--- src/hw/cnn_pkg.sv ---
`default_nettype none

package cnn_pkg;

	// data widths
	localparam int PIX_BITS  = 8;
	localparam int W_BITS    = 8;
	localparam int ACC_BITS  = 20;
	localparam int BIAS_BITS = 16;

	// frame limits, row and column need 5 bits to hold 16
	localparam int MAX_W     = 16;
	localparam int MAX_H     = 16;
	localparam int DIM_BITS  = 5;
	localparam int FRAME_MAX = MAX_W * MAX_H;
	localparam int IDX_BITS  = 8;
	localparam int DEF_DIM   = 8;

	// 3x3 kernel
	localparam int N_TAPS = 9;

	// register index sits in haddr[5:2]
	localparam int REG_IDX_BITS = 4;

	// ahb transfer types that carry data
	localparam logic [1:0] HTRANS_NONSEQ = 2'b10;
	localparam logic [1:0] HTRANS_SEQ    = 2'b11;

	typedef logic        [PIX_BITS-1:0] pix_t;
	typedef logic signed [W_BITS-1:0]   weight_t;
	typedef logic signed [ACC_BITS-1:0] acc_t;
	typedef logic        [DIM_BITS-1:0] dim_t;
	typedef logic        [IDX_BITS-1:0] idx_t;

	// control register map
	typedef enum logic [REG_IDX_BITS-1:0] {
		REG_WIDTH_HEIGHT = 4'd1,
		REG_LAYER_CONFIG = 4'd4,
		REG_INPUT_IMAGE  = 4'd5,
		REG_LAYER_START  = 4'd8,
		REG_LAYER_DONE   = 4'd9,
		REG_BIAS         = 4'd10,
		REG_WEIGHTS0     = 4'd11,
		REG_WEIGHTS1     = 4'd12,
		REG_WEIGHTS2     = 4'd13
	} reg_addr_e;

	typedef enum logic {ACT_RELU = 1'b0, ACT_LINEAR = 1'b1} act_e;

	typedef enum logic {SEQ_IDLE = 1'b0, SEQ_RUN = 1'b1} seq_state_e;

endpackage

`default_nettype wire

--- src/hw/mac_array.sv ---
`timescale 1ns/1ps
`default_nettype none

module mac_array (
	input  wire                   clk,
	input  wire                   rstn,
	input  wire                   win_vld_i,
	input  wire                   win_last_i,
	input  wire cnn_pkg::pix_t    taps_i [cnn_pkg::N_TAPS],
	input  wire cnn_pkg::weight_t weights_i [cnn_pkg::N_TAPS],
	output logic                  acc_vld_o,
	output logic                  acc_last_o,
	output cnn_pkg::acc_t         acc_o
);
	import cnn_pkg::*;

	// unsigned pixel times signed weight, 17 bits
	logic signed [PIX_BITS+W_BITS:0] prod_q [N_TAPS];
	logic                            prod_vld_q;
	logic                            prod_last_q;
	acc_t                            sum;

	// ----------------------------------------
	// stage 1, products
	// ----------------------------------------
	always_ff @(posedge clk) begin
		for (int k = 0; k < N_TAPS; k++) begin
			// zero msb keeps the pixel positive
			prod_q[k] <= $signed({1'b0, taps_i[k]}) * weights_i[k];
		end
	end

	// ----------------------------------------
	// stage 2, adder tree
	// ----------------------------------------
	// nine taps fit 20 bits with headroom
	always_comb begin
		sum = '0;
		for (int k = 0; k < N_TAPS; k++) begin
			sum = sum + acc_t'(prod_q[k]);
		end
	end

	always_ff @(posedge clk) begin
		acc_o <= sum;
	end

	// valid and last ride along
	always_ff @(posedge clk or negedge rstn) begin
		if (!rstn) begin
			prod_vld_q  <= 1'b0;
			prod_last_q <= 1'b0;
			acc_vld_o   <= 1'b0;
			acc_last_o  <= 1'b0;
		end else begin
			prod_vld_q  <= win_vld_i;
			prod_last_q <= win_vld_i && win_last_i;
			acc_vld_o   <= prod_vld_q;
			acc_last_o  <= prod_last_q;
		end
	end

endmodule

`default_nettype wire

--- config.mk ---
export PLATFORM = sky130hd
export DESIGN_NAME = mac_array
export DESIGN_NICKNAME = d
export VERILOG_FILES = /design/src/hw/cnn_pkg.sv /design/src/hw/mac_array.sv
export SDC_FILE = /design/constraint.sdc
export NUM_CORES = 2
export LEC_CHECK = 0
export BUFFER_PORTS_ARGS = -buffer_cell sky130_fd_sc_hd__clkbuf_2
export CAP_MARGIN = 20
export CELL_PAD_IN_SITES_DETAIL_PLACEMENT = 1
export CELL_PAD_IN_SITES_GLOBAL_PLACEMENT = 1
export CORE_AREA = 2 2 228 230
export DETAILED_ROUTE_END_ITERATION = 8
export DIE_AREA = 0 0 230 232
export PLACE_DENSITY = 0.91
export SYNTH_ARGS = -nofsm -noshare
export SYNTH_HDL_FRONTEND = slang
export SYNTH_SLANG_ARGS = --single-unit
--- constraint.sdc ---
create_clock -name clk -period 10.1 [get_ports clk]
set_clock_uncertainty 0.1 [all_clocks]
set_input_delay 2.02 -clock clk [delete_from_list [all_inputs] [get_ports clk]]
set_output_delay 2.02 -clock clk [all_outputs]
set_load 0.005 [all_outputs]
# After elaboration in Yosys (flattened, before gate mapping)
# Memory sizes are Yosys's and may differ from the RTL's.
# Cells that the tools add are included.
# word_totals
ramBits	153
n_memories	1
word_cells	24
ff_bits	24
out_inout_bits	22
inputBits	148
# mem_list
memory	words	width	rd	rd_clocked_by_memory_dff	wr	line_no	source
prod_q	9	17	9	0	9	mac_array.sv:18	logic signed [PIX_BITS+W_BITS:0] prod_q [N_TAPS];
# classes
n_reduce_logical	1
addsub	8
mul	9
# ops
cell	n
9-bit by 8-bit multiplier with 17-bit output	9
20-bit by 17-bit adder with 20-bit output	5
19-bit by 17-bit adder with 20-bit output	1
18-bit by 17-bit adder with 19-bit output	1
17-bit by 17-bit adder with 18-bit output	1
1-bit logical AND	1

# Longest topological paths before layout
# logic_depth
depth_word	8
depth_mapped	17
depth_no_buf	17

# Worst setup path after synthesis
# No wires, ideal clock.
# synth_path
kind	input-to-reg
startpoint	in weights_i[53] (netlist bit)
endpoint	mem prod_q[0][48] (netlist bit)
arrival_ns	5.714
path_slack_ns	4.190
cell_stages	15
t_required_ns	9.905
setup_time_ns	0.095
cell_sequence	and2_1 fa_1 inv_1 fa_1 inv_1 fa_1 inv_1 fa_1 inv_1 ha_1 o21ai_0 a21oi_1 o41ai_4 or4b_1 o311ai_1
# synth_lines
item	line_no	source
start: declaration	mac_array.sv:10	input wire cnn_pkg::weight_t weights_i [cnn_pkg::N_TAPS],
end: declaration	mac_array.sv:18	

==> flow_metrics.tcl <==
set metrics [dict create \
    drive_gt1_share_pct 7.23 \
    grt_use_total_pct 34.0 \
    route.vias.total 21220 \
    synth.distinct_cells 68 \
    ant_nets 0 \
    ys_dominant_reg_cell "dfxtp_1" \
    seq_area_frac_synth_pct 13.1 \
    pre_cts_ws_ns 3.49 \
    crit_required_ns 10.37 \
    period_share_pct 61.3 \
    critPathSlowestCell "fa_1" \
    synth_nets 3908 \
    worstSetupStartpointType "input pin" \
    cts_tree "built" \
    final_util_pct 57.9 \
    synth_edf_count 0 \
    path_class "in2reg" \
    root_buffer "clkbuf_16" \
    slowest_delay_ns 0.56 \
    routabilityCongestion 0.888 \
    core_area_um2 50900 \
    final_common_cell "inv_1" \
    overflow 0 \
    cts.sinks 177 \
    path_clk_slew_ns 0.07 \
    viasPerCell 5.61 \
    fin_crit_ns 6.19 \
    drcViolationCount 0 \
    clockBufferDepth 2 \
    drt-pass1-iter-count 6 \
    hold_buffers 0 \
    slew_headroom_pct 57.1 \
    drv_slew 0 \
    drt_iter0_drc 1011 \
    postSynthCellCount 2899 \
    outcome "finished clean" \
    routed_wl_um 87100 \
    path_buf_inv 5 \
    fin_setup_tns_ns 0 \
    dieWidth_um 230 \
    cts_setup_buffers 0 \
    grt_pass1_vias 25452 \
    post_cts_resized 0 \
    syn-cell-area_um2 27200 \
    num_rows 83 \
    cp_data_arrival_time_ns 6.47 \
    crit_chain "clkbuf_2, and2_1, fa_1, inv_1, fa_1, inv_1, fa_1, inv_1, fa_1, inv_1, ha_1, o21ai_0, a21oi_1, o41ai_4, or4b_1, o311ai_1" \
    die-area_um2 53400 \
    dp_hpwl_um 70300 \
    worst-slew-pin-transition_ns 0.641 \
    crit_family "adder cells" \
    nets 4096 \
    area_growth_pct 8.35 \
    finalHoldViolations 0 \
    pin_count 170 \
    setup_ws_ns 3.91 \
    ys_seq_elements 177 \
    antenna_found_initial 2 \
    grt_pass1_wl_um 140000 \
    yosys_warnings 0 \
    nFillCells 5934 \
    die_h_um 232 \
    cp-end-kind "register" \
    port_buffers 169 \
    min_path_type "reg2reg" \
    setup_viol 0 \
    mostFrequentLayoutCells "736 x inv_1, 454 x fa_1, 407 x ha_1, 284 x and2_1, 259 x nand2_1" \
    rsz0062_at_grt "false" \
    max_cap_viol_count 0 \
    wl_per_cell_um 23.0 \
    start_util_pct 53.4 \
    clk_latency_ns 0.48 \
    fmax_ghz 0.161 \
    numCtsBuffers 17 \
    synthArstFlopShare_pct 2.26 \
    cp_max_fo 8 \
    avgSynthCellArea_um2 9.38 \
    grt_max_degree 17 \
    cts_max_level 4 \
]
## through the flow
step	std cells	cell area, µm²	hold WS, ns
6_report	3782	29500	0.255
5_1_grt	3780	29500	0.262
4_1_cts	3780	29500	0.257
3_5_place_dp	3748	28900	0.239
3_3_place_gp	3748	28900	0.235
2_1_floorplan	2899	27200	0.231
## flip-flops by register name, summed over array words and instances, names as in the netlist
signal and flops:
prod_q 153, acc_o 20, acc_last_o 1, acc_vld_o 1, prod_last_q 1, prod_vld_q 1
## Yosys cell counts, drive strengths merged (14+ instances only)
| cell | number | area, µm² |
|---|---|---|
| inv | 736 | 2760 |
| nand2 | 259 | 972 |
| o21ai | 58 | 294 |
| o21a | 24 | 180 |
| a21oi | 66 | 334 |
| nor2 | 87 | 327 |
| nor2b | 21 | 131 |
| nand2b | 58 | 363 |
| a21o | 19 | 143 |
| dfxtp | 173 | 3460 |
| and2 | 284 | 1780 |
| nor3 | 14 | 70.1 |
| xnor2 | 87 | 762 |
| xor2 | 24 | 210 |
| ha | 407 | 5090 |
| fa | 454 | 9090 |
## final cells by class
cell class                 instances  area [µm²]  area share (%)
multi-input combinational       1986       20900            70.8
antenna                            2        5.00          0.0170
inverter                         736        2760            9.38
clock inverter                    13         125           0.425
clock buffer                      19         443            1.50
sequential                       177        3560            12.1
timing repair buffer             169         846            2.87
tap                              680         851            2.89
## per-layer routing
metal,vias to the layer above,routed length (µm),track usage (%)
met1,10888,30600,35.2
met2,734,46100,63.3
met4,2,6700,22.4
met3,374,3710,5.60
li1,9222,-,-
met5,-,11,0
## cell families (layout without fill, tap and decap cells)
| group | after synthesis | in the layout | synth area share, % |
|---|---|---|---|
| simple gates | 759 | 759 | 14.3 |
| compound gates | 252 | 252 | 6.59 |
| fa+ha+maj | 861 | 861 | 52.2 |
| flops | 177 | 177 | 13.1 |
| buf+inv | 736 | 937 | 10.2 |
| other cells | 0 | 2 | 0 |
| mux | 3 | 3 | 0.115 |
| xor+xnor | 111 | 111 | 3.58 |
## path summary, 6_finish.rpt
path	start	end	slack, ns	cells past startpoint
worst max-delay path	weights_i[53]	prod_q[0][48]	3.91	16
worst min-delay path	prod_last_q	acc_last_o	0.26	0
worst max register to register	prod_q[0][19]	acc_o[18]	4.73	17
worst min register to register	prod_last_q	acc_last_o	0.26	0
max in group asynchronous	rstn	acc_vld_o	8.54	1
min in group asynchronous	rstn	prod_vld_q	1.24	1
Power is not shown: default switching activity piles up to over one toggle a cycle in this logic, so the estimate is an artifact.
