`src/hw/cnn_pkg.sv`:
```
`default_nettype none

package cnn_pkg;

	// data widths
	localparam int PIX_BITS  = 8;
	localparam int W_BITS    = 8;
	localparam int ACC_BITS  = 20;
	localparam int BIAS_BITS = 16;

	// frame limits, row and column need 5 bits to hold 16
	localparam int MAX_W     = 16;
	localparam int MAX_H     = 16;
	localparam int DIM_BITS  = 5;
	localparam int FRAME_MAX = MAX_W * MAX_H;
	localparam int IDX_BITS  = 8;
	localparam int DEF_DIM   = 8;

	// 3x3 kernel
	localparam int N_TAPS = 9;

	// register index sits in haddr[5:2]
	localparam int REG_IDX_BITS = 4;

	// ahb transfer types that carry data
	localparam logic [1:0] HTRANS_NONSEQ = 2'b10;
	localparam logic [1:0] HTRANS_SEQ    = 2'b11;

	typedef logic        [PIX_BITS-1:0] pix_t;
	typedef logic signed [W_BITS-1:0]   weight_t;
	typedef logic signed [ACC_BITS-1:0] acc_t;
	typedef logic        [DIM_BITS-1:0] dim_t;
	typedef logic        [IDX_BITS-1:0] idx_t;

	// control register map
	typedef enum logic [REG_IDX_BITS-1:0] {
		REG_WIDTH_HEIGHT = 4'd1,
		REG_LAYER_CONFIG = 4'd4,
		REG_INPUT_IMAGE  = 4'd5,
		REG_LAYER_START  = 4'd8,
		REG_LAYER_DONE   = 4'd9,
		REG_BIAS         = 4'd10,
		REG_WEIGHTS0     = 4'd11,
		REG_WEIGHTS1     = 4'd12,
		REG_WEIGHTS2     = 4'd13
	} reg_addr_e;

	typedef enum logic {ACT_RELU = 1'b0, ACT_LINEAR = 1'b1} act_e;

	typedef enum logic {SEQ_IDLE = 1'b0, SEQ_RUN = 1'b1} seq_state_e;

endpackage

`default_nettype wire

```
`src/hw/frame_sequencer.sv`:
```
`timescale 1ns/1ps
`default_nettype none

module frame_sequencer (
	input  wire                clk,
	input  wire                rstn,
	input  wire                start_i,
	input  wire cnn_pkg::dim_t width_i,
	input  wire cnn_pkg::dim_t height_i,
	output logic               pos_vld_o,
	output cnn_pkg::dim_t      row_o,
	output cnn_pkg::dim_t      col_o,
	output logic               last_o
);
	import cnn_pkg::*;

	seq_state_e state_q;
	dim_t       w_q;
	dim_t       h_q;
	dim_t       row_cnt;
	dim_t       col_cnt;
	logic       at_eol;
	logic       at_eof;

	// end of line and end of frame
	assign at_eol = (col_cnt == w_q - dim_t'(1));
	assign at_eof = at_eol && (row_cnt == h_q - dim_t'(1));

	// ----------------------------------------
	// fsm and raster counters
	// ----------------------------------------
	always_ff @(posedge clk or negedge rstn) begin
		if (!rstn) begin
			state_q <= SEQ_IDLE;
			w_q     <= '0;
			h_q     <= '0;
			row_cnt <= '0;
			col_cnt <= '0;
		end else begin
			case (state_q)
				SEQ_IDLE: begin
					// frame size frozen for the whole run
					if (start_i) begin
						state_q <= SEQ_RUN;
						w_q     <= width_i;
						h_q     <= height_i;
						row_cnt <= '0;
						col_cnt <= '0;
					end
				end
				SEQ_RUN: begin
					// start ignored here
					if (at_eol) begin
						col_cnt <= '0;
						row_cnt <= row_cnt + dim_t'(1);
					end else begin
						col_cnt <= col_cnt + dim_t'(1);
					end
					if (at_eof) begin
						state_q <= SEQ_IDLE;
					end
				end
				default: state_q <= SEQ_IDLE;
			endcase
		end
	end

	// registered position outputs
	always_ff @(posedge clk or negedge rstn) begin
		if (!rstn) begin
			pos_vld_o <= 1'b0;
			last_o    <= 1'b0;
		end else begin
			pos_vld_o <= (state_q == SEQ_RUN);
			last_o    <= (state_q == SEQ_RUN) && at_eof;
		end
	end

	always_ff @(posedge clk) begin
		row_o <= row_cnt;
		col_o <= col_cnt;
	end

	// positions stay inside the frame latched at start
	a_col_in_frame: assert property (@(posedge clk) disable iff (!rstn)
		pos_vld_o |-> (col_o < w_q));
	a_row_in_frame: assert property (@(posedge clk) disable iff (!rstn)
		pos_vld_o |-> (row_o < h_q));

endmodule

`default_nettype wire

```
`config.mk`:
```
export PLATFORM = sky130hd
export DESIGN_NAME = frame_sequencer
export DESIGN_NICKNAME = d
export VERILOG_FILES = /design/src/hw/cnn_pkg.sv /design/src/hw/frame_sequencer.sv
export SDC_FILE = /design/constraint.sdc
export NUM_CORES = 1
export LEC_CHECK = 0
export BUFFER_PORTS_ARGS = -buffer_cell sky130_fd_sc_hd__buf_2
export CAP_MARGIN = 20
export CORE_MARGIN = 10
export CORE_UTILIZATION = 35
export CTS_CLUSTER_SIZE = 24
export DETAILED_ROUTE_END_ITERATION = 7
export HOLD_SLACK_MARGIN = 0.15
export PLACE_DENSITY_LB_ADDON = 0.12
export SYNTH_ARGS = -nofsm -noshare
export SYNTH_HDL_FRONTEND = slang
export SYNTH_SLANG_ARGS = --single-unit
```
`constraint.sdc`:
```
create_clock -name clk -period 5.51 [get_ports clk]
set_clock_uncertainty 0.2 [all_clocks]
set_input_delay 0.8265 -clock clk [delete_from_list [all_inputs] [get_ports clk]]
set_output_delay 0.8265 -clock clk [all_outputs]
set_load 0.01 [all_outputs]
```
After elaboration in Yosys (flattened, before gate mapping). Index checks and enable logic that the tools add are counted.

$add $sub $neg: 4. Eq/ne operators: 4. Multiplexer cells: 8. Bitwise operators: 1. Reduce and logical (&&, ||, !) cells: 4.

Operators by type and width (count): one-hot mux 5 bit (2 select lines) (2); 2-to-1 mux 5 bit (3); adder 5 x 1 -> 5 bit, second input constant (2); equality test 5 bit (2); subtractor 5 x 1 -> 5 bit, second input constant (2); AND reduction 2 bit (2); logical AND 1 bit (2); 2-to-1 mux 1 bit (2); inequality test 2 x 1 -> 1 bit, second input constant (1); inequality test 2 bit, second input constant (1); one-hot mux 1 bit (2 select lines) (1); NOT 1 bit (1).

Register bits: 33. Input bits: 13. Word-level logic and storage cells: 30.

Depth between registers and ports, before layout.
Word-level depth: 5. Gate-level depth with buffers: 8. Mapped depth without buffers: 7.

Least setup slack after synthesis. OpenSTA, ideal clock, no wires.

Kind: in2reg. Start point: input port start_i. End point: register h_q[0]. Setup time: 0.132 ns. Arrival time: 1.687 ns. Required time: 5.178 ns. Path slack: 3.490 ns. Stages: 4. Buffers on the path: 2. Cells stage by stage: clkbuf_1 > nor2b_1 > clkbuf_1 > o21ai_0.

Cells in the longest elaborated chain, start to end: 1.

RTL lines: start, declared (line frame_sequencer.sv:7) `input wire start_i,`; AND reduction 2 bit (no line); end signal, assigned (line frame_sequencer.sv:46) `h_q <= height_i;`; end, declared (line frame_sequencer.sv:19) `dim_t h_q;`.

No other way between the ends. A chain may end at the register's enable or synchronous reset.

Final worst setup path.
Start point: register w_q[0]. End point: register col_cnt[1].

Cells in the longest elaborated chain, start to end: 4.

RTL lines: start, declared (line frame_sequencer.sv:18) `dim_t w_q;`; start signal, assigned (line frame_sequencer.sv:45) `w_q <= width_i;`; subtractor 5 x 1 -> 5 bit (line frame_sequencer.sv:26) `assign at_eol = (col_cnt == w_q - dim_t'(1));`; equality test 5 bit (line frame_sequencer.sv:26); 2-to-1 mux 5 bit (line frame_sequencer.sv:53) `if (at_eol) begin`; one-hot mux 5 bit (2 select lines) (line frame_sequencer.sv:40) `case (state_q)`; end signal, assigned (line frame_sequencer.sv:57) `col_cnt <= col_cnt + dim_t'(1);`; end, declared (line frame_sequencer.sv:21) `dim_t col_cnt;`.

No other way between the ends.

==> reports/qor.yml <==
outcome:
  status: "finished, final reports clean"
drt:
  avgViaCountPerCell: 4.76
  remaining_drc_errors: 0
  postRouteAntennaNets: 0
  routed_wl_mm: 2.95
  wire_per_inst_um: 13.1
  dr.pass1.iters: 4
  vias: 1072
  dr.first_iter.drc_count: 39
power:
  ir_drop_mv: 0.207
  leakagePower_nw: 0.805
  powerDensity_nw_per_um2: 602
layout:
  multi_input_area_um2: 652
  fin_cells: 225
  design_area_um2: 1760
  fillers: 399
  nNetsFinal: 191
  diodes: 0
  final_core_utilization_pct: 43.3
  syn_to_final_growth_pct: 18.6
  regArea_um2: 776
  layout-drive-gt1-share_pct: 19.4
logic_synthesis:
  syn_inst: 149
  ys_ff_latch: 33
  yosysWarnings: 0
  netlist_area_um2: 1480
  syn_avg_cell_area_um2: 9.94
  synth_cell_types: 33
  ys_seq_area_share_pct: 52.4
  syn_nets: 166
cts:
  clkTransAtPathRegs_ns: 0.07
  cts_buffers: 5
  h-tree-depth: 2
  cts_tree: "yes"
  cts_resized: 0
  insertion_delay_ns: 0.28
  ctsRootBufferMaster: "clkbuf_8"
  postCtsHoldBufs: 0
  cts_buffer_depth: 2
  post_cts_buffers: 0
  clock-sinks: 33
grt:
  groute.usage.overall_pct: 8.76
  grt_start_max_net_pins: 27
  grt_pass1_wl_mm: 5.12
  grt_pass1_vias: 1078
  overflow: 0
  antenna_found_initial: 0
timing:
  fin_crit_sh_pct: 41.1
  clock.fmax_mhz: 441
  drv_slew: 0
  rsz0062_at_grt: "false"
  fin_crit_ns: 2.27
  worst_pin_slew_ns: 0.822
  setup_viol: 0
  final.setup.tns_ns: 0
  fin_hold_ws_ns: 0.284
  final_hold_viol_count: 0
  slew_headroom_pct: 45.1
critical_path:
  crit_slowest_cell: "nor2_1"
  cp_num_cells: 6
  crit_fanout: 11
  cp-startpoint: "w_q[0]$_DFFE_PN0P_"
  cp_num_buf_inv: 1
  worst_setup_path_end_kind: "flop"
  crit_type: "flop to flop"
  start_kind: "flop"
  crit_family: "simple AND/OR/NAND/NOR gates"
  r2r_setup_slack_ns: 3.24
  reg2reg_to: "col_cnt[1]$_DFFE_PN0P_"
  path_cells: "inv_1 -> ha_1 -> nor4b_1 -> o22ai_1 -> nor2_1 -> o32ai_1"
  reg2reg_depth: 6
  endpoint: "col_cnt[1]$_DFFE_PN0P_"
  cp_data_arrival_time_ns: 2.19
  slowest_delay_ns: 0.56
  r2r-start: "w_q[0]$_DFFE_PN0P_"
  crit_required_ns: 5.44
die:
  dieArea_um2: 7240
  die_w_um: 85.1
  rows: 23
  io_pins: 25
  core_um2: 4060
  initial_core_util_pct: 36.5
  die_y_um: 85.1
run:
  max_cap_viol_count: 0
hold_path:
  hp-class: "flop to flop"
  hp-start: "col_cnt[1]$_DFFE_PN0P_"
placement:
  placed_cell_area_um2: 1640
  portBuffers: 24
  gp_congestion: 0.741
  hpwl_mm: 2.14
  placed_cells: 217
==> synthesized netlist by cell type <==
library cell  number  area [µm²]
xnor2_1            8        70.1
o22ai_1            2        12.5
nor3_1             2        10.0
nand2b_1           5        31.3
buf_2              1        5.00
clkbuf_1           4        15.0
o32ai_1            4        35.0
xnor2_2            1        16.3
a2111oi_4          1        27.5
dfxtp_1           10         200
ha_1               4        50.1
and3_1             1        6.26
o21ai_0            5        25.0
o211ai_1           3        22.5
dfrtp_1           23         576
nor2b_1            1        6.26
a31oi_1            1        6.26
nand4_1            2        12.5
or4_1              2        15.0
nand3_1            6        30.0
or3_1              1        6.26
xor2_1             7        61.3
buf_1              1        3.75
nand2_1           35         131
or3_4              1        11.3
mux2i_1            1        10.0
or4b_1             1        10.0
nor2_1             4        15.0
inv_1              8        30.0
o221ai_1           1        8.76
nor4b_1            1        8.76
nand3b_1           1        7.51
a21oi_1            1        5.00
==> cells by family (layout without fill, tap and decap cells) <==
family / Yosys count / after routing / share of synthesized area [%]
buf+inv: 14 / 40 / 3.63
flops: 33 / 33 / 52.4
fa+ha+maj: 4 / 4 / 3.38
compound gates: 18 / 18 / 9.63
simple gates: 63 / 63 / 20.4
mux: 1 / 1 / 0.676
xor+xnor: 16 / 16 / 9.97
==> sequential cells by signal, summed over array words and instances (netlist names) <==
register and cells:
h_q 5, row_cnt 5, pos_vld_o 1, col_cnt 5, col_o 5, last_o 1
row_o 5, w_q 5, state_q 1
==> worst reg2reg max path: cells and delay by family, from the launching register on <==
family / cells / cell delay [ns]
AND/OR/NAND/NOR: 2 / 0.81
AO/OA/AOI/OAI: 2 / 0.41
flip-flops: 1 / 0.41
adder cells (fa/ha/maj): 1 / 0.20
buffers and inverters: 1 / 0.08
==> final cells by class <==
type	count	area share, %
repair buffers	24	6.84
well taps	50	3.56
clock buffers	7	4.91
flip-flops and latches	33	44.2
clock inverters	1	1.71
inverters	8	1.71
multi-input cells	102	37.1
==> power breakdown <==
part	internal, mW	switching [mW]	total, mW
combinational	0.188	0.207	0.395
sequential	0.338	0.0923	0.430
clock	0.147	0.0857	0.233
total	0.673	0.385	1.06
==> metal layers <==
layer  track usage [%]  vias to the layer above  part of all wire [%]
li1                  -                      554                     -
met1              11.2                      481                    49
met2              12.5                       30                    43
met3              3.06                        7                   5.4
met4              4.64                        0                   2.2
met5                 0                        -                     0
==> worst min-delay path by stage <==
| stage | to | slack, ns | cells after the start |
|---|---|---|---|
| 6_report | col_o[1]$_DFF_P_ | 0.28 | 0 |
| 5_1_grt | col_o[1]$_DFF_P_ | 0.32 | 0 |
| 4_1_cts | col_o[1]$_DFF_P_ | 0.29 | 0 |
| 3_5_place_dp | col_o[1]$_DFF_P_ | 0.27 | 0 |
| 3_3_place_gp | col_o[1]$_DFF_P_ | 0.26 | 0 |
| 2_1_floorplan | row_o[4]$_DFF_P_ | 0.22 | 0 |
==> through the flow <==
| stage | setup slack, ns | total power [mW] |
|---|---|---|
| after detailed placement | 3.23 | 0.836 |
| after global routing | 2.95 | 1.15 |
| after global placement | 3.29 | 0.828 |
| after floorplan | 3.49 | 0.734 |
| final | 3.24 | 1.06 |
| after CTS | 3.23 | 1.07 |
==> layout by cell type, fill, tap and decap left out, types with 2 or more instances in the layout <==
| master | count |
|---|---|
| nand2_1 | 35 |
| buf_2 | 24 |
| dfrtp_1 | 23 |
| dfxtp_1 | 10 |
| inv_1 | 8 |
| xnor2_1 | 8 |
| xor2_1 | 7 |
| nand3_1 | 6 |
| clkbuf_8 | 6 |
| nand2b_1 | 5 |
| o21ai_0 | 5 |
| nor2_1 | 4 |
| o32ai_1 | 4 |
| ha_1 | 4 |
| o211ai_1 | 3 |
| nor3_1 | 2 |
| o22ai_1 | 2 |
| nand4_1 | 2 |
| or4_1 | 2 |
Note: power is estimated with default switching activity, not from simulation.
