## src/hw/cnn_pkg.sv

```systemverilog
`default_nettype none

package cnn_pkg;

	// data widths
	localparam int PIX_BITS  = 8;
	localparam int W_BITS    = 8;
	localparam int ACC_BITS  = 20;
	localparam int BIAS_BITS = 16;

	// frame limits, row and column need 5 bits to hold 16
	localparam int MAX_W     = 16;
	localparam int MAX_H     = 16;
	localparam int DIM_BITS  = 5;
	localparam int FRAME_MAX = MAX_W * MAX_H;
	localparam int IDX_BITS  = 8;
	localparam int DEF_DIM   = 8;

	// 3x3 kernel
	localparam int N_TAPS = 9;

	// register index sits in haddr[5:2]
	localparam int REG_IDX_BITS = 4;

	// ahb transfer types that carry data
	localparam logic [1:0] HTRANS_NONSEQ = 2'b10;
	localparam logic [1:0] HTRANS_SEQ    = 2'b11;

	typedef logic        [PIX_BITS-1:0] pix_t;
	typedef logic signed [W_BITS-1:0]   weight_t;
	typedef logic signed [ACC_BITS-1:0] acc_t;
	typedef logic        [DIM_BITS-1:0] dim_t;
	typedef logic        [IDX_BITS-1:0] idx_t;

	// control register map
	typedef enum logic [REG_IDX_BITS-1:0] {
		REG_WIDTH_HEIGHT = 4'd1,
		REG_LAYER_CONFIG = 4'd4,
		REG_INPUT_IMAGE  = 4'd5,
		REG_LAYER_START  = 4'd8,
		REG_LAYER_DONE   = 4'd9,
		REG_BIAS         = 4'd10,
		REG_WEIGHTS0     = 4'd11,
		REG_WEIGHTS1     = 4'd12,
		REG_WEIGHTS2     = 4'd13
	} reg_addr_e;

	typedef enum logic {ACT_RELU = 1'b0, ACT_LINEAR = 1'b1} act_e;

	typedef enum logic {SEQ_IDLE = 1'b0, SEQ_RUN = 1'b1} seq_state_e;

endpackage

`default_nettype wire

```

## src/hw/post_proc.sv

```systemverilog
`timescale 1ns/1ps
`default_nettype none

module post_proc (
	input  wire                                  clk,
	input  wire                                  rstn,
	input  wire                                  acc_vld_i,
	input  wire                                  acc_last_i,
	input  wire cnn_pkg::acc_t                   acc_i,
	input  wire signed [cnn_pkg::BIAS_BITS-1:0]  bias_i,
	input  wire cnn_pkg::act_e                   act_i,
	input  wire        [2:0]                     act_shift_i,
	output logic                                 out_valid_o,
	output cnn_pkg::pix_t                        out_pixel_o,
	output logic                                 done_o
);
	import cnn_pkg::*;

	// one guard bit for the bias add
	logic signed [ACC_BITS:0] biased;
	logic signed [ACC_BITS:0] shifted;
	pix_t                     pix_next;

	// ----------------------------------------
	// bias, shift, activation
	// ----------------------------------------
	always_comb begin
		// both operands sign extended to 21 bits
		biased  = {acc_i[ACC_BITS-1], acc_i} +
			{{(ACC_BITS+1-BIAS_BITS){bias_i[BIAS_BITS-1]}}, bias_i};
		shifted = biased >>> act_shift_i;
		if (act_i == ACT_RELU) begin
			// relu gives an unsigned byte
			if (shifted < 0) begin
				pix_next = '0;
			end else if (shifted > 255) begin
				pix_next = 8'hff;
			end else begin
				pix_next = shifted[PIX_BITS-1:0];
			end
		end else begin
			// linear gives a signed byte
			if (shifted < -128) begin
				pix_next = 8'h80;
			end else if (shifted > 127) begin
				pix_next = 8'h7f;
			end else begin
				pix_next = shifted[PIX_BITS-1:0];
			end
		end
	end

	always_ff @(posedge clk) begin
		out_pixel_o <= pix_next;
	end

	// output strobes
	always_ff @(posedge clk or negedge rstn) begin
		if (!rstn) begin
			out_valid_o <= 1'b0;
			done_o      <= 1'b0;
		end else begin
			out_valid_o <= acc_vld_i;
			done_o      <= acc_vld_i && acc_last_i;
		end
	end

	// a frame always ends in a bubble before the next one
	a_done_gap: assert property (@(posedge clk) disable iff (!rstn)
		done_o |=> !out_valid_o);

endmodule

`default_nettype wire

```

## config.mk

```make
export PLATFORM = sky130hd
export DESIGN_NAME = post_proc
export DESIGN_NICKNAME = d
export VERILOG_FILES = /design/src/hw/cnn_pkg.sv /design/src/hw/post_proc.sv
export SDC_FILE = /design/constraint.sdc
export NUM_CORES = 1
export LEC_CHECK = 0
export ABC_AREA = 1
export ABC_CLOCK_PERIOD_IN_PS = 1000
export BUFFER_PORTS_ARGS = -buffer_cell sky130_fd_sc_hd__buf_2
export CORE_MARGIN = 2
export CORE_UTILIZATION = 55
export DETAILED_ROUTE_END_ITERATION = 12
export GPL_TIMING_DRIVEN = 0
export PLACE_DENSITY = 0.8
export SLEW_MARGIN = 20
export SYNTH_ARGS = -nofsm -noshare
export SYNTH_HDL_FRONTEND = slang
export SYNTH_SLANG_ARGS = --single-unit
```

## constraint.sdc

```tcl
create_clock -name clk -period 1 [get_ports clk]
set_input_delay 0.15 -clock clk [delete_from_list [all_inputs] [get_ports clk]]
set_output_delay 0.15 -clock clk [all_outputs]
set_load 0.005 [all_outputs]
```

== Yosys cells after proc, flatten, opt, wreduce, memory -nomap -nowiden ==
Index checks and enable logic that the tools add are counted.

* Bits in registers: 10
* Bits of input ports: 44
* Output and inout port bits: 10
* Word-level logic and storage cells: 15

* $add $sub $neg: 1
* Order comparisons: 4
* Shift operators: 1
* Mux-type cells: 5
* Reductions and logical operators: 1

{| class="wikitable"
|+ Operator list
! operator !! count
|-
| 8-bit two-way mux || 5
|-
| 20-bit by 16-bit adder with 21-bit output || 1
|-
| 21-bit by 8-bit greater-than comparator with 1-bit output (second input constant) || 1
|-
| 21-bit by 9-bit greater-than comparator with 1-bit output (second input constant) || 1
|-
| 21-bit by 1-bit < comparator with 1-bit output (second input constant) || 1
|-
| 21-bit by 8-bit < comparator with 1-bit output (second input constant) || 1
|-
| 21-bit by 3-bit >>> shifter with 21-bit output || 1
|-
| 1-bit logical AND || 1
|}

== Depth between registers and ports, before layout ==
* Depth after elaboration: 6
* Mapped depth: 24
* Gate-level depth less buffers: 24

== Least setup slack after synthesis ==
OpenSTA, ideal clock, no wires.

* Path kind: input to register
* Start point: in acc_i[0]
* End point: reg out_pixel_o[0]
* Library setup time: 112 ps
* Data arrival time: 2306 ps
* Required time: 888 ps
* Slack: -1418 ps
* Stages: 23
* Buffers on the path: 0
* Path through: ha_1 inv_1 fa_1 inv_1 nand3_1 nand3_1 nand2_1 nand3_2 nand2_2 nand3_1 nand2_4 inv_4 nand2_2 nand2_2 nand2_1 nand2_1 nand2_1 nor2_2 nand2_2 o21bai_4 nand2_1 nand2_1 nand2_1

* Word-level cells in the longest chain between the ends: 6
* Elaborated cells between the ends (all ways): 11
* Those cells by class: 1 x add/sub; 4 x order compare; 1 x shift; 5 x mux

{| class="wikitable"
|+ RTL lines
! element !! RTL line !! RTL
|-
| from (decl) || post_proc.sv:9 || <nowiki>input wire cnn_pkg::acc_t acc_i,</nowiki>
|-
| 20-bit by 16-bit adder with 21-bit output (*) || post_proc.sv:29 || <nowiki>biased = {acc_i[ACC_BITS-1], acc_i} +</nowiki>
|-
| 21-bit by 3-bit >>> shifter with 21-bit output (*) || post_proc.sv:31 || <nowiki>shifted = biased >>> act_shift_i;</nowiki>
|-
| 21-bit by 9-bit greater-than comparator with 1-bit output / 21-bit by 8-bit greater-than comparator with 1-bit output (equally long branches) || post_proc.sv:36, post_proc.sv:45 ||
|-
| 8-bit two-way mux, on equally long branches || post_proc.sv:36, post_proc.sv:45 ||
|-
| 8-bit two-way mux, on equally long branches || post_proc.sv:34, post_proc.sv:43 ||
|-
| 8-bit two-way mux (*) || post_proc.sv:32 || <nowiki>if (act_i == ACT_RELU) begin</nowiki>
|-
| named net pix_next[0] || post_proc.sv:22 || <nowiki>pix_t pix_next;</nowiki>
|-
| to (signal assigned) || post_proc.sv:54 || <nowiki>out_pixel_o <= pix_next;</nowiki>
|-
| to (decl) || post_proc.sv:14 || <nowiki>output cnn_pkg::pix_t out_pixel_o,</nowiki>
|}

The timed path passes the listed nets; every way through them passes the cells marked *.

== Worst setup path in the final report ==
* Start point: in bias_i[0] in the netlist's numbering
* End point: reg out_pixel_o[5]

* Word-level cells in the longest chain between the ends: 6
* Elaborated cells between the ends (all ways): 11
* Those cells by class: 1 x add/sub; 4 x order compare; 1 x shift; 5 x mux

{| class="wikitable"
|+ RTL lines
! element !! RTL line !! RTL
|-
| from (decl) || post_proc.sv:10 || <nowiki>input wire signed [cnn_pkg::BIAS_BITS-1:0] bias_i,</nowiki>
|-
| 20-bit by 16-bit adder with 21-bit output (*) || post_proc.sv:29 ||
|-
| 21-bit by 3-bit >>> shifter with 21-bit output (*) || post_proc.sv:31 ||
|-
| 21-bit by 9-bit greater-than comparator with 1-bit output / 21-bit by 8-bit greater-than comparator with 1-bit output (equally long branches) || post_proc.sv:36, post_proc.sv:45 ||
|-
| 8-bit two-way mux, on equally long branches || post_proc.sv:36, post_proc.sv:45 ||
|-
| 8-bit two-way mux, on equally long branches || post_proc.sv:34, post_proc.sv:43 ||
|-
| 8-bit two-way mux (*) || post_proc.sv:32 ||
|-
| named net pix_next[5] || post_proc.sv:22 ||
|}

Marks and branches as above.

==> flow_summary.json <==
{
  "io_buffer_count": 52,
  "vias": 3532,
  "violations": "setup timing",
  "wl_per_cell_um": 12.94,
  "fin_crit_ps": 2396,
  "drc": 0,
  "synth_ff_type": "dfxtp_1",
  "overflow": 0,
  "post-route-period-util_pct": 239.6,
  "core_area_um2": 4692,
  "regArea_um2": 210.2,
  "finalHoldViolations": 0,
  "slew_headroom_pct": 63.03,
  "timing.max_cap.violations": 0,
  "yosysTopAreaCell": "nand2_1",
  "drtIter0Drc": 254,
  "critPathCaptureType": "register",
  "postSynthCellCount": 514,
  "p_leak_nw": 1.975,
  "ys_ff_latch": 10,
  "antenna_found_initial": 0,
  "nNetsFinal": 647,
  "layout-area-overhead-vs-synth_pct": 38.40,
  "cts_buffers": 3,
  "syn-mean-instance-area_um2": 5.153,
  "hpwl_um": 5926,
  "fmax_mhz": 417.3,
  "grt_pass1_wl_um": 13150,
  "die_h_um": 73.40,
  "tightest_slew_ps": 554.6,
  "max-vdd-ir-drop_v": 0.0009330,
  "synthTopCellsByArea": "nand2_1 30%, nand3_1 16%, ha_1 9.4%",
  "clk_pin_slew_worst_paths_ps": 50,
  "grt_usage_pct": 29.60,
  "worstPathRequired_ps": 1120,
  "vias_per_cell": 5.562,
  "synth-warning-count": 0,
  "die_area_um2": 5387,
  "ios": 54,
  "synth_edf_count": 0,
  "worst_slack_ps": -1396,
  "fill_cells": 375,
  "rsz0062_at_grt": "true",
  "finish.utilization_pct": 78.13,
  "startpoint_type": "input port",
  "syn_area_um2": 2649,
  "ys_seq_area_share_pct": 7.936,
  "multiInputGateArea_um2": 2640,
  "clock_path_buffers": 2,
  "crit_fanout": 8,
  "diodes": 0,
  "p_per_area_nw_per_um2": 932.3,
  "synth_cell_types": 35,
  "synthArstFlopShare_pct": 20.00,
  "cts.sinks": 10,
  "start_util_pct": 56.45,
  "ant_nets": 0,
  "routed_wl_um": 8216,
  "crit_arrival_ps": 2520,
  "cts-htree-levels": 1,
  "slew_viol_final": 0,
  "status": "complete, but fails checks",
  "gp_congestion": 0.9177,
  "root_buffer": "clkbuf_8",
  "drive_gt1_share_pct": 31.84,
  "synth_fp_nets": 579,
  "grt_max_degree": 11,
  "die_x_um": 73.40,
  "synth_top_area_share_pct": 30.18,
  "cts_tree": "yes",
  "num_rows": 25,
  "pre_cts_ws_ps": -1730,
  "path_class": "in -> reg",
  "grt_pass1_vias": 3238,
  "tns_ps": -10990,
  "dr.pass1.iters": 5,
  "setup_viol": 8,
  "hp-class": "in -> reg"
}
==> report_power, final <==
| group | total, mW | switching (mW) | leakage, nW | internal [mW] |
|---|---|---|---|---|
| combinational | 2.41 | 1.45 | 1.85 | 0.961 |
| clock | 0.514 | 0.167 | 0.0288 | 0.347 |
| sequential | 0.492 | 0.0180 | 0.0919 | 0.474 |
==> layer usage <==
metal | global-route usage (%) | share of wire (%)
met4 | 5.455 | 1.6
met2 | 54.55 | 50
met3 | 2.195 | 6.2
met5 | 0 | 0
met1 | 37.80 | 43
==> sequential cells by signal, indices dropped and copies added, names as in the netlist <==
signal	cells
done_o	1
out_pixel_o	8
out_valid_o	1
==> worst max-delay path, stage by stage <==
cell	delay (ps)
buf_6	70
ha_4	120
inv_2	40
fa_2	360
inv_2	100
nand2_1	60
nand3_1	120
nand2_1	110
nand2_1	90
nand2_1	70
nand3_1	90
nand3_1	130
nand3_2	110
nand2_2	60
nor2_2	110
nand3_2	70
nor2_2	110
nand2_2	90
o21bai_4	240
nand2_1	80
nand2_1	60
nand2_1	60
==> cells in the final DEF, fill, tap and decap left out, types with 3 or more instances in the layout <==
| cell type | netlist | layout |
|---|---|---|
| buf_4 | 0 | 10 |
| ha_4 | 0 | 18 |
| o21ai_0 | 16 | 15 |
| nand2_4 | 1 | 5 |
| clkbuf_8 | 0 | 4 |
| inv_2 | 2 | 4 |
| dfxtp_1 | 8 | 8 |
| a21oi_1 | 13 | 8 |
| nor2_2 | 5 | 12 |
| nand4_1 | 5 | 5 |
| nand3_1 | 84 | 58 |
| nand2_1 | 213 | 185 |
| nand2_2 | 8 | 32 |
| nor2_1 | 26 | 19 |
| a31oi_1 | 4 | 4 |
| buf_6 | 0 | 4 |
| nand3_2 | 1 | 24 |
| nand3_4 | 0 | 3 |
| xor2_1 | 5 | 4 |
| inv_1 | 65 | 63 |
| nor3_1 | 5 | 4 |
| o211ai_1 | 3 | 3 |
| buf_2 | 4 | 52 |
| clkbuf_1 | 7 | 7 |
| a21oi_2 | 0 | 5 |
==> cells by family (layout without fill, tap and decap cells) <==
family,Yosys count,count (layout),synth area share (%)
and+or+nand+nor,352,352,57.35
buffers and inverters,82,149,12.19
AOI/OAI and AO/OA,40,40,9.259
adders and majority gates,21,21,10.20
DFF,10,10,7.936
xor gates and xnor gates,7,7,2.315
muxes,2,2,0.7558
==> path summary, 6_finish.rpt <==
check | start | endpoint | cells after the start
max | bias_i[0] | out_pixel_o[5] | 22
min in group asynchronous | rstn | out_valid_o | 2
max in group asynchronous | rstn | done_o | 2
min | acc_vld_i | out_valid_o | 1
==> per-stage QoR <==
stage / instances / area [um^2] / power, mW / hold slack, ps
after global placement: 620 / 3007 / 2.346 / -66.29
after floorplan: 514 / 2679 / 1.931 / -145.6
final: 635 / 3666 / 3.418 / 33.82
after global routing: 635 / 3666 / 3.707 / 41.39
after detailed placement: 620 / 3007 / 2.396 / -63.74
after CTS: 631 / 3530 / 3.237 / 35.09
==> cell usage after synthesis, types with 2 or more instances <==
library cell  number
ha_1              20
inv_1             65
mux2i_1            2
xnor2_1            2
a31oi_1            4
o211ai_1           3
nand3_1           84
clkbuf_4           2
nor3_1             5
nand4_1            5
clkbuf_1           7
a21oi_1           13
xor2_1             5
dfxtp_1            8
o21ai_0           16
nand2_1          213
nor2_1            26
dfrtp_1            2
nor2_2             5
buf_2              4
inv_2              2
nand2_2            8
==> repair_timing <==
action                                  CTS  global route
buffers inserted                          6             4
endpoints found under the hold margin     2             0
pin swaps                                35            18
resized for setup                        78            27
endpoints found under the setup margin    8             8
hold buffers                              1             0
==> layout make-up <==
type	instances	area share (%)
flip-flops and latches	10	5.734
clock buffers	4	1.502
plain buffers	13	1.843
well taps	54	1.843
repair buffers	63	9.932
multi-input cells	422	72.01
inverters	69	7.133
Power figures use the tool's default switching activity.
