[src/hw/cnn_pkg.sv]
`default_nettype none

package cnn_pkg;

	// data widths
	localparam int PIX_BITS  = 8;
	localparam int W_BITS    = 8;
	localparam int ACC_BITS  = 20;
	localparam int BIAS_BITS = 16;

	// frame limits, row and column need 5 bits to hold 16
	localparam int MAX_W     = 16;
	localparam int MAX_H     = 16;
	localparam int DIM_BITS  = 5;
	localparam int FRAME_MAX = MAX_W * MAX_H;
	localparam int IDX_BITS  = 8;
	localparam int DEF_DIM   = 8;

	// 3x3 kernel
	localparam int N_TAPS = 9;

	// register index sits in haddr[5:2]
	localparam int REG_IDX_BITS = 4;

	// ahb transfer types that carry data
	localparam logic [1:0] HTRANS_NONSEQ = 2'b10;
	localparam logic [1:0] HTRANS_SEQ    = 2'b11;

	typedef logic        [PIX_BITS-1:0] pix_t;
	typedef logic signed [W_BITS-1:0]   weight_t;
	typedef logic signed [ACC_BITS-1:0] acc_t;
	typedef logic        [DIM_BITS-1:0] dim_t;
	typedef logic        [IDX_BITS-1:0] idx_t;

	// control register map
	typedef enum logic [REG_IDX_BITS-1:0] {
		REG_WIDTH_HEIGHT = 4'd1,
		REG_LAYER_CONFIG = 4'd4,
		REG_INPUT_IMAGE  = 4'd5,
		REG_LAYER_START  = 4'd8,
		REG_LAYER_DONE   = 4'd9,
		REG_BIAS         = 4'd10,
		REG_WEIGHTS0     = 4'd11,
		REG_WEIGHTS1     = 4'd12,
		REG_WEIGHTS2     = 4'd13
	} reg_addr_e;

	typedef enum logic {ACT_RELU = 1'b0, ACT_LINEAR = 1'b1} act_e;

	typedef enum logic {SEQ_IDLE = 1'b0, SEQ_RUN = 1'b1} seq_state_e;

endpackage

`default_nettype wire

[src/hw/cnn_reg_bank.sv]
`timescale 1ns/1ps
`default_nettype none

module cnn_reg_bank (
	input  wire                                   clk,
	input  wire                                   rstn,
	input  wire                                   sl_hsel_i,
	input  wire                                   sl_hready_i,
	input  wire         [1:0]                     sl_htrans_i,
	input  wire                                   sl_hwrite_i,
	input  wire         [31:0]                    sl_haddr_i,
	input  wire         [31:0]                    sl_hwdata_i,
	input  wire                                   done_i,
	output logic        [31:0]                    sl_hrdata_o,
	output logic                                  img_we_o,
	output cnn_pkg::idx_t                         img_addr_o,
	output cnn_pkg::pix_t                         img_data_o,
	output logic                                  start_o,
	output cnn_pkg::dim_t                         width_o,
	output cnn_pkg::dim_t                         height_o,
	output cnn_pkg::act_e                         act_o,
	output logic        [2:0]                     act_shift_o,
	output logic signed [cnn_pkg::BIAS_BITS-1:0]  bias_o,
	output cnn_pkg::weight_t                      weights_o [cnn_pkg::N_TAPS]
);
	import cnn_pkg::*;

	reg_addr_e reg_sel_q;
	idx_t      pix_idx_q;
	logic      wr_q;
	logic      xfer;
	logic      done_q;

	// ----------------------------------------
	// address phase
	// ----------------------------------------
	// only nonseq and seq carry a transfer
	assign xfer = sl_hsel_i && sl_hready_i &&
		(sl_htrans_i == HTRANS_NONSEQ || sl_htrans_i == HTRANS_SEQ);

	always_ff @(posedge clk or negedge rstn) begin
		if (!rstn) begin
			reg_sel_q <= REG_WIDTH_HEIGHT;
			pix_idx_q <= '0;
			wr_q      <= 1'b0;
		end else if (xfer) begin
			reg_sel_q <= reg_addr_e'(sl_haddr_i[2 +: REG_IDX_BITS]);
			// pixel index above the register index bits
			pix_idx_q <= sl_haddr_i[6 +: IDX_BITS];
			wr_q      <= sl_hwrite_i;
		end else begin
			wr_q <= 1'b0;
		end
	end

	// ----------------------------------------
	// data phase
	// ----------------------------------------
	always_ff @(posedge clk or negedge rstn) begin
		if (!rstn) begin
			width_o     <= dim_t'(DEF_DIM);
			height_o    <= dim_t'(DEF_DIM);
			act_o       <= ACT_RELU;
			act_shift_o <= '0;
			bias_o      <= '0;
			for (int k = 0; k < N_TAPS; k++) begin
				weights_o[k] <= '0;
			end
		end else if (wr_q) begin
			case (reg_sel_q)
				REG_WIDTH_HEIGHT: begin
					width_o  <= sl_hwdata_i[0 +: DIM_BITS];
					height_o <= sl_hwdata_i[16 +: DIM_BITS];
				end
				REG_LAYER_CONFIG: begin
					act_o       <= act_e'(sl_hwdata_i[3]);
					act_shift_o <= sl_hwdata_i[15:13];
				end
				REG_BIAS: bias_o <= sl_hwdata_i[BIAS_BITS-1:0];
				// four taps per word with the lowest byte first
				REG_WEIGHTS0: begin
					for (int k = 0; k < 4; k++) begin
						weights_o[k] <= sl_hwdata_i[8*k +: W_BITS];
					end
				end
				REG_WEIGHTS1: begin
					for (int k = 0; k < 4; k++) begin
						weights_o[4+k] <= sl_hwdata_i[8*k +: W_BITS];
					end
				end
				REG_WEIGHTS2: weights_o[8] <= sl_hwdata_i[W_BITS-1:0];
				default: ;
			endcase
		end
	end

	// strobes toward the datapath
	assign start_o    = wr_q && (reg_sel_q == REG_LAYER_START) && sl_hwdata_i[0];
	assign img_we_o   = wr_q && (reg_sel_q == REG_INPUT_IMAGE);
	assign img_addr_o = pix_idx_q;
	assign img_data_o = sl_hwdata_i[PIX_BITS-1:0];

	// start wins over a late done
	always_ff @(posedge clk or negedge rstn) begin
		if (!rstn) begin
			done_q <= 1'b0;
		end else if (start_o) begin
			done_q <= 1'b0;
		end else if (done_i) begin
			done_q <= 1'b1;
		end
	end

	// readback in data phase
	always_comb begin
		case (reg_sel_q)
			REG_WIDTH_HEIGHT: sl_hrdata_o = {11'd0, height_o, 11'd0, width_o};
			REG_LAYER_CONFIG: sl_hrdata_o = {16'd0, act_shift_o, 9'd0, act_o, 3'd0};
			REG_LAYER_DONE:   sl_hrdata_o = {31'd0, done_q};
			REG_BIAS:         sl_hrdata_o = {16'd0, bias_o};
			REG_WEIGHTS0:     sl_hrdata_o = {weights_o[3], weights_o[2], weights_o[1], weights_o[0]};
			REG_WEIGHTS1:     sl_hrdata_o = {weights_o[7], weights_o[6], weights_o[5], weights_o[4]};
			REG_WEIGHTS2:     sl_hrdata_o = {24'd0, weights_o[8]};
			// start is a pulse and the image is write only
			default:          sl_hrdata_o = 32'd0;
		endcase
	end

	// each strobe comes from a write address phase to its own register
	a_start_src: assert property (@(posedge clk) disable iff (!rstn)
		start_o |-> $past(xfer && sl_hwrite_i &&
			(sl_haddr_i[2 +: REG_IDX_BITS] == REG_LAYER_START)));
	a_img_src: assert property (@(posedge clk) disable iff (!rstn)
		img_we_o |-> $past(xfer && sl_hwrite_i &&
			(sl_haddr_i[2 +: REG_IDX_BITS] == REG_INPUT_IMAGE)));

endmodule

`default_nettype wire

[config.mk]
export PLATFORM = sky130hd
export DESIGN_NAME = cnn_reg_bank
export DESIGN_NICKNAME = d
export VERILOG_FILES = /design/src/hw/cnn_pkg.sv /design/src/hw/cnn_reg_bank.sv
export SDC_FILE = /design/constraint.sdc
export NUM_CORES = 1
export LEC_CHECK = 0
export BUFFER_PORTS_ARGS = -buffer_cell sky130_fd_sc_hd__buf_2
export CORE_ASPECT_RATIO = 1.4
export CORE_MARGIN = 4
export CORE_UTILIZATION = 38
export DETAILED_ROUTE_END_ITERATION = 8
export PLACE_DENSITY = 0.66
export SETUP_SLACK_MARGIN = 0.5
export SYNTH_ARGS = -nofsm -noshare
export SYNTH_HDL_FRONTEND = slang
export SYNTH_SLANG_ARGS = --single-unit
[constraint.sdc]
create_clock -name clk -period 5.05 [get_ports clk]
set_clock_uncertainty 0.1 [all_clocks]
set_input_delay 0.7575 -clock clk [delete_from_list [all_inputs] [get_ports clk]]
set_output_delay 0.7575 -clock clk [all_outputs]
set_load 0.03 [all_outputs]
Word level (Yosys, flattened, before mapping):

Index checks and enable logic that the tools add are counted.

* equal/unequal tests: 11
* multiplexer cells: 4
* reductions and logical operators: 13

Operators by type and width (number)
* one-hot mux 32 bit (7 select lines): 1
* == test 4 bit (second input constant): 6
* AND reduction 2 bit: 6
* == test 4 x 3 -> 1 bit (second input constant): 2
* logical AND 1 bit: 5
* == test 2 bit (second input constant): 2
* == test 4 x 1 -> 1 bit (second input constant): 1
* 2-to-1 mux 1 bit: 3
* nonzero test 2 bit: 1
* logical OR 1 bit: 1

* register bits: 116
* output and inout port bits: 152

Longest topological paths before layout:

Gate-level depths: netlist of the first run.

* depth after elaboration: 4
* mapped depth: 6
* mapped depth without buffers: 3

Worst setup path before layout of the first run:

No wires, ideal clock.

* path type: flip-flop to output port
* start point: register reg_sel_q[0]
* end point: output sl_hrdata_o[12]
* arrival: 1778 ps
* data required time: 4193 ps
* slack: 2414 ps
* cell stages (with the launch flop): 5
* path buffers: 2
* path through: dfstp_2 buf_2 buf_2 mux2i_1 o21ai_0

* word-level cells in the longest chain between the ends: 2
* elaborated cells between the ends (all ways): 8
* those cells by class: eq/ne: 7; mux: 1

Ends and longest elaborated chain
* from (decl): line cnn_reg_bank.sv:28 `reg_addr_e reg_sel_q;`
* from (signal assigned): line cnn_reg_bank.sv:47 `reg_sel_q <= reg_addr_e'(sl_haddr_i[2 +: REG_IDX_BITS]);`
* == test 4 bit (tied with other cells): line cnn_reg_bank.sv:116 `case (reg_sel_q)`
* one-hot mux 32 bit (7 select lines) (*): line cnn_reg_bank.sv:116
* to (decl): line cnn_reg_bank.sv:14 `output logic [31:0] sl_hrdata_o,`

Every way passes the cells marked *; elsewhere a longest branch is shown, timed or not.

Worst setup path after layout of the first run:

* start point: register reg_sel_q[0]
* end point: output sl_hrdata_o[24]

The elaborated chain is that of the path after synthesis.

==> results of run 1 <==
-- cells by family after synthesis --
| group | count (synthesis) | share of synthesized area (%) |
|---|---|---|
| buffers and inverters | 31 | 3.485 |
| multiplexers | 139 | 30.14 |
| AND/OR/NAND/NOR | 45 | 5.168 |
| AO/OA/AOI/OAI | 37 | 5.361 |
| flip-flops | 116 | 55.84 |
-- flip-flops by register name (all words and copies together) (netlist names) --
name         flops
img_addr_o       8
reg_sel_q        4
weights_o       72
done_q           1
width_o          5
wr_q             1
act_o            1
act_shift_o      3
bias_o          16
height_o         5
-- final cells by class --
class | instances | area (um2) | area share (%)
Timing Repair Buffer | 203 | 1021 | 14.87
Sequential cell | 116 | 2907 | 42.34
Clock buffer | 21 | 450.4 | 6.561
Clock inverter | 11 | 135.1 | 1.968
Tap cell | 182 | 227.7 | 3.317
Multi-Input combinational cell | 221 | 2117 | 30.84
Inverter | 2 | 7.507 | 0.1093
-- synthesized netlist by cell type --
library cell / instances
and2_1: 1
a32oi_1: 2
dfrtp_1: 113
nor2_1: 6
o21ai_0: 6
a22oi_1: 7
nor2b_1: 1
nand3b_1: 2
mux2_4: 9
nand2_4: 1
o22ai_1: 6
o221ai_1: 4
nand3_1: 4
nand2_2: 1
and4b_1: 1
buf_6: 2
nand2b_1: 2
dfstp_2: 3
nand3_2: 2
buf_4: 9
and3b_1: 1
o32a_1: 1
buf_1: 1
mux2i_1: 24
nor3b_1: 1
mux2_2: 103
nand2_1: 17
a22o_1: 11
and4bb_2: 1
buf_2: 13
inv_1: 2
and3_1: 2
mux2_1: 3
nor3_2: 1
nor4b_4: 1
clkbuf_1: 4
-- per-stage QoR --
stage | cells | util, % | total power (uW) | cell area (um2)
final | 756 | 51.28 | 2980 | 6865
after global routing | 756 | 51.28 | 3109 | 6865
after CTS | 756 | 51.28 | 3012 | 6865
after detailed placement | 724 | 46.91 | 1812 | 6280
after global placement | 724 | 46.91 | 1796 | 6280
after floorplan | 368 | - | 1585 | 5205
-- power by group --
part           switching, uW  internal, uW  leakage [uW]
Clock                    407           783      0.000286
Combinational            419           234       0.00173
Sequential               110          1030       0.00139
-- final timing paths --
path	startpoint	depth (start not counted)	to	slack, ps
setup / recovery	reg_sel_q[0]	3	sl_hrdata_o[24]	1420
hold / removal	rstn	1	weights_o[26]	400
setup reg to reg	reg_sel_q[0]	3	weights_o[16]	1980
hold reg to reg	img_addr_o[6]	1	img_addr_o[6]	400
max in group asynchronous	rstn	2	height_o[3]	3280
min in group clk	img_addr_o[6]	1	img_addr_o[6]	400
-- critical path, cell delays in order, from the launching register on --
cell and delay (ps):
dfstp_2 1100, and4b_1 820, a22o_1 230, buf_2 210
-- routing by layer --
layer	vias up	share of wire [%]	GRT usage, %
met3	22	5.8	5.042
met1	1956	38	21.26
li1	1721	-	-
met4	2	1.5	6.270
met2	138	55	32.82
met5	-	0.092	0
==> run metrics, run 1 <==
status=finished clean; Iter 0 DRT Violations=97; synthesis-to-finish area growth=31.90%; setup_tns=0 ps; Netlist cell types=36; Pwr Density=434.1 nW/um2; fin. max-slew vios=0; via count of the first global-routing pass=4144; Fmax=0.2752 GHz; grt total ovfl=0; die area=15660 um2; vias per cell=5.078; most common library cell in the layout ignoring fill and taps=buf_2; worst min path class=in2async; number of H-tree levels=4; Core Region=13390 um2; largest net degree at the start of global routing=76; Clock Latency Late Sink=about 400 ps; # DRC=0; Routed WL per cell=18.75 um; initial antenna violation count=1; startpoint types=register; Synth Instances=368; final setup vio count=0; Post-Synthesis Cell Area=5205 um2; synth warn=0; critical path capture point type=output port; clk sink count=116; share of layout cells above drive strength 1=61.67%; Crit path required time=4190 ps; RSZ-0062 raised after global routing=false; Final #Nets=633; net count after synthesis=440; First-pass DRT Iterations=7; CTS Buf Count=17; maxcap violations=0; global placement routability congestion=0.7798; area leader, netlist=dfrtp_1; row count=50; Post-DP HPWL=9.980 mm; Tightest Pin Transition=1092 ps; CTS max path bufs=2; Setup CP Type=reg2out; CP Max Fanout=31; Reg clk slew, reported paths=roughly 50 ps; final WL=~14 mm; pre-CTS WS=1801 ps; Final min period=3633 ps; Min Hold Slack=399.1 ps; final hold violations=0; # diodes=0; Initial Utilization=38.88%; FF+latch count, synth=116; TritonCTS clock tree=yes; Area contributors post-synth=dfrtp_1 54%, mux2_2 22%, mux2i_1 4.6%; Die Span Y=146.5 um; Mapped Avg Cell Area=14.14 um2; P_leak=0.003409 uW; Rel. slew slack=27.17%; post_cts resized=0; post-CTS setup buffers=0; post-synth top area share=a little over half; vias post-DR=3839; Hold Buf Count CTS=0; GRT Util Overall=18.49%; final setup margin=between 1000 and 1500 ps; commonest cells after routing, fill and taps aside=201 x buf_2, 113 x dfrtp_1, 103 x mux2_2, 24 x mux2i_1; die width=106.9 um; post-route clock period utilization=a little under three quarters; Port Buffers=202; first-pass GRT wire length=22.62 mm; Max VDD drop=~0.23 mV; Root Buffer=clkbuf_16; Fillers=approximately 1200; CP arrival=2780 ps; post-detailed-route count of antenna-violating nets=0; IO Pins=224; sequential-to-total area share from yosys stat=a little under three fifths
(Power assumes the default switching activity.)
==> run 2, diff against run 1 <==
--- a/config.mk
+++ b/config.mk
@@ -5,6 +5,7 @@
 export SDC_FILE = /design/constraint.sdc
 export NUM_CORES = 1
 export LEC_CHECK = 0
+export ABC_AREA = 1
 export BUFFER_PORTS_ARGS = -buffer_cell sky130_fd_sc_hd__buf_2
 export CORE_ASPECT_RATIO = 1.4
 export CORE_MARGIN = 4
==> constraint.sdc (replaced) <==
create_clock -name clk -period 3.7 [get_ports clk]
set_clock_uncertainty 0.1 [all_clocks]
set_input_delay 0.555 -clock clk [delete_from_list [all_inputs] [get_ports clk]]
set_output_delay 0.555 -clock clk [all_outputs]
set_load 0.03 [all_outputs]
==> run 2 against run 1 <==
  * Critical path depth rose by 2
  * Wire length rose by 12%
  * Sequential power rose by 61%
  * Final area rose by 2.8%
  * Register-to-register slack got worse by 700 ps
  * Die area rose by 4.5%
  * Worst hold slack got worse by 290 ps
  * Non-clock buffer count rose by 4
  * Area after synthesis rose by 4.8%
  * Final cell count rose by 36%
  * Sequential share of layout area fell by 1.2 points
  * Combinational power rose to 2.8 times the previous value
==> run metrics, run 2 <==
via count of the first global-routing pass=approximately 4600; post-synth top area share=approximately half; commonest cells after routing, fill and taps aside=232 x nand2_1, 201 x buf_2, 113 x dfrtp_1, 61 x inv_1, 42 x o21ai_0; synth warn=0; clk sink count=116; CTS Buf Count=17; net count after synthesis=between 700 and 800; synthesis-to-finish area growth=29.37%; post-detailed-route count of antenna-violating nets=0; Placed Cells=997; Reg-to-Reg Start=reg_sel_q[0]; die area=between 15000 and 20000 um2; Post-Layout Cell Count=just over 1000; commonest cells in the netlist=232 x nand2_1, 113 x dfrtp_1, 61 x inv_1; Pwr Density=750.7 nW/um2; Setup CP Type=reg2out; Initial Utilization=about 39%; fin area=7059 um2; Reg clk slew, reported paths=60 ps; Max VDD drop=0.2874 mV; First-pass DRT Iterations=4; largest net degree at the start of global routing=65; IO Pins=224; Min Hold Slack=113.7 ps; final hold violations=0; EDFF count, synth=0; Reg-to-Reg End=weights_o[56]; CTS max path bufs=2; RSZ-0062 raised after global routing=false; initial antenna violation count=0; Core Region=around 14000 um2; CP arrival=2310 ps; Fmax=between 0.3 and 0.4 GHz; post_cts resized=0; Final min period=2966 ps; startpoint types=register; final WL=15.85 mm; # diodes=0; critical path capture point type=output port; most frequent cell after synthesis=nand2_1; P_leak=0.003588 uW; grt total ovfl=0; area leader, netlist=dfrtp_1; sequential-to-total area share from yosys stat=53.27%; fin. max-slew vios=0; status=finished clean; utilization after layout=50.51%; Area contributors post-synth=dfrtp_1 52%, nand2_1 16%, o21ai_2 5.1%; vias per cell=between 4 and 5; maxcap violations=0; GRT Util Overall=19.32%; row count=51; Routed WL per cell=15.40 um; setup_tns=0 ps; # DRC=0; post-route clock period utilization=80.17%; Rel. slew slack=roughly two fifths; Mapped Avg Cell Area=8.486 um2; worst min path class=in2async; Reg with most FFs=weights_o; vias post-DR=4817; Hold Buf Count CTS=0; Port Buffers=202; CP Max Fanout=17; Crit path required time=3040 ps; Iter 0 DRT Violations=248; Netlist cell types=22; Synth async-reset ratio=100.0%; share of layout cells above drive strength 1=34.83%; Die Span Y=149.8 um; most common library cell in the layout ignoring fill and taps=nand2_1; number of H-tree levels=4; die width=109.3 um; R2R depth=7; Final #Nets=~900; global placement routability congestion=0.8068; Post-DP Area=6464 um2; Synth Instances=643; Post-DP HPWL=11.16 mm; TritonCTS clock tree=yes; Tightest Pin Transition=just under 900 ps; Synth Flop Type=dfrtp_1; Fillers=1394; post-CTS setup buffers=0; R2R setup slack=approximately 1300 ps; Largest register FFs=72; Post-Synthesis Cell Area=between 5000 and 6000 um2; first-pass GRT wire length=about 24 mm; Root Buffer=clkbuf_16; FF+latch count, synth=116; Clock Latency Late Sink=390 ps; final setup vio count=0
run 2: cell types whose count changed in the layout (fill, tap and decap cells not counted), moves of 7 or more:
cell,before,now
o211ai_1,0,10
mux2i_1,24,0
nand2_1,17,232
mux2_4,9,0
nand3_1,4,26
nor2_1,6,16
o21ai_0,6,42
o21ai_1,0,36
o21ai_2,0,32
a22oi_1,7,0
mux2_2,103,0
a22o_1,11,0
inv_1,2,61
run 2: metal layers:
metal / track usage, % / up-vias / part of all wire, %
li1: - / 2412 / -
met5: 0 / - / 0
met4: 6.925 / 0 / 1.5
met3: 3.884 / 18 / 7.1
met2: 33.95 / 163 / 53
met1: 23.23 / 2224 / 39
run 2: worst max-delay path by stage:
| stage | from | endpoint | cells past startpoint |
|---|---|---|---|
| final | reg_sel_q[1] | sl_hrdata_o[8] | 5 |
| after detailed placement | reg_sel_q[1] | sl_hrdata_o[15] | 7 |
| after floorplan | wr_q | img_we_o | 3 |
| after global routing | reg_sel_q[1] | sl_hrdata_o[14] | 7 |
| after global placement | reg_sel_q[1] | sl_hrdata_o[15] | 7 |
| after CTS | reg_sel_q[1] | sl_hrdata_o[8] | 5 |
run 2: cell type report:
class                           instances  area, um2  share of cell area (%)
Sequential cell                       116       2907                   41.17
Multi-Input combinational cell        423       2014                   28.54
Timing Repair Buffer                  207       1064                   15.07
Clock buffer                           21      470.5                   6.664
Inverter                               66      247.7                   3.509
Tap cell                              185      231.5                   3.279
Clock inverter                         11      125.1                   1.772
run 2: logic make-up after synthesis:
logic type	synth area share (%)
AND/OR/NAND/NOR	22.88
AO/OA/AOI/OAI	14.03
flip-flops	53.27
buffers and inverters	9.814
run 2: where the power goes:
part / switching, uW / total [uW] / internal [uW]
registers: 253 / 1840 / 1580
logic: 1340 / 1840 / 501
clock network: 579 / 1620 / 1050
run 2: critical path, stage by stage, from the launching register on:
cell and delay [ps]:
dfrtp_1 400, inv_2 80, nor2_2 500, nand2_2 400, o211ai_1 290, buf_2 230
run 2: per-stage QoR:
stage               setup WS, ps  total power (uW)
floorplan                   1550              3082
global placement            1189              3686
detailed placement          1185              3714
CTS                        725.0              5365
global route               645.9              5582
finish                     733.8              5299
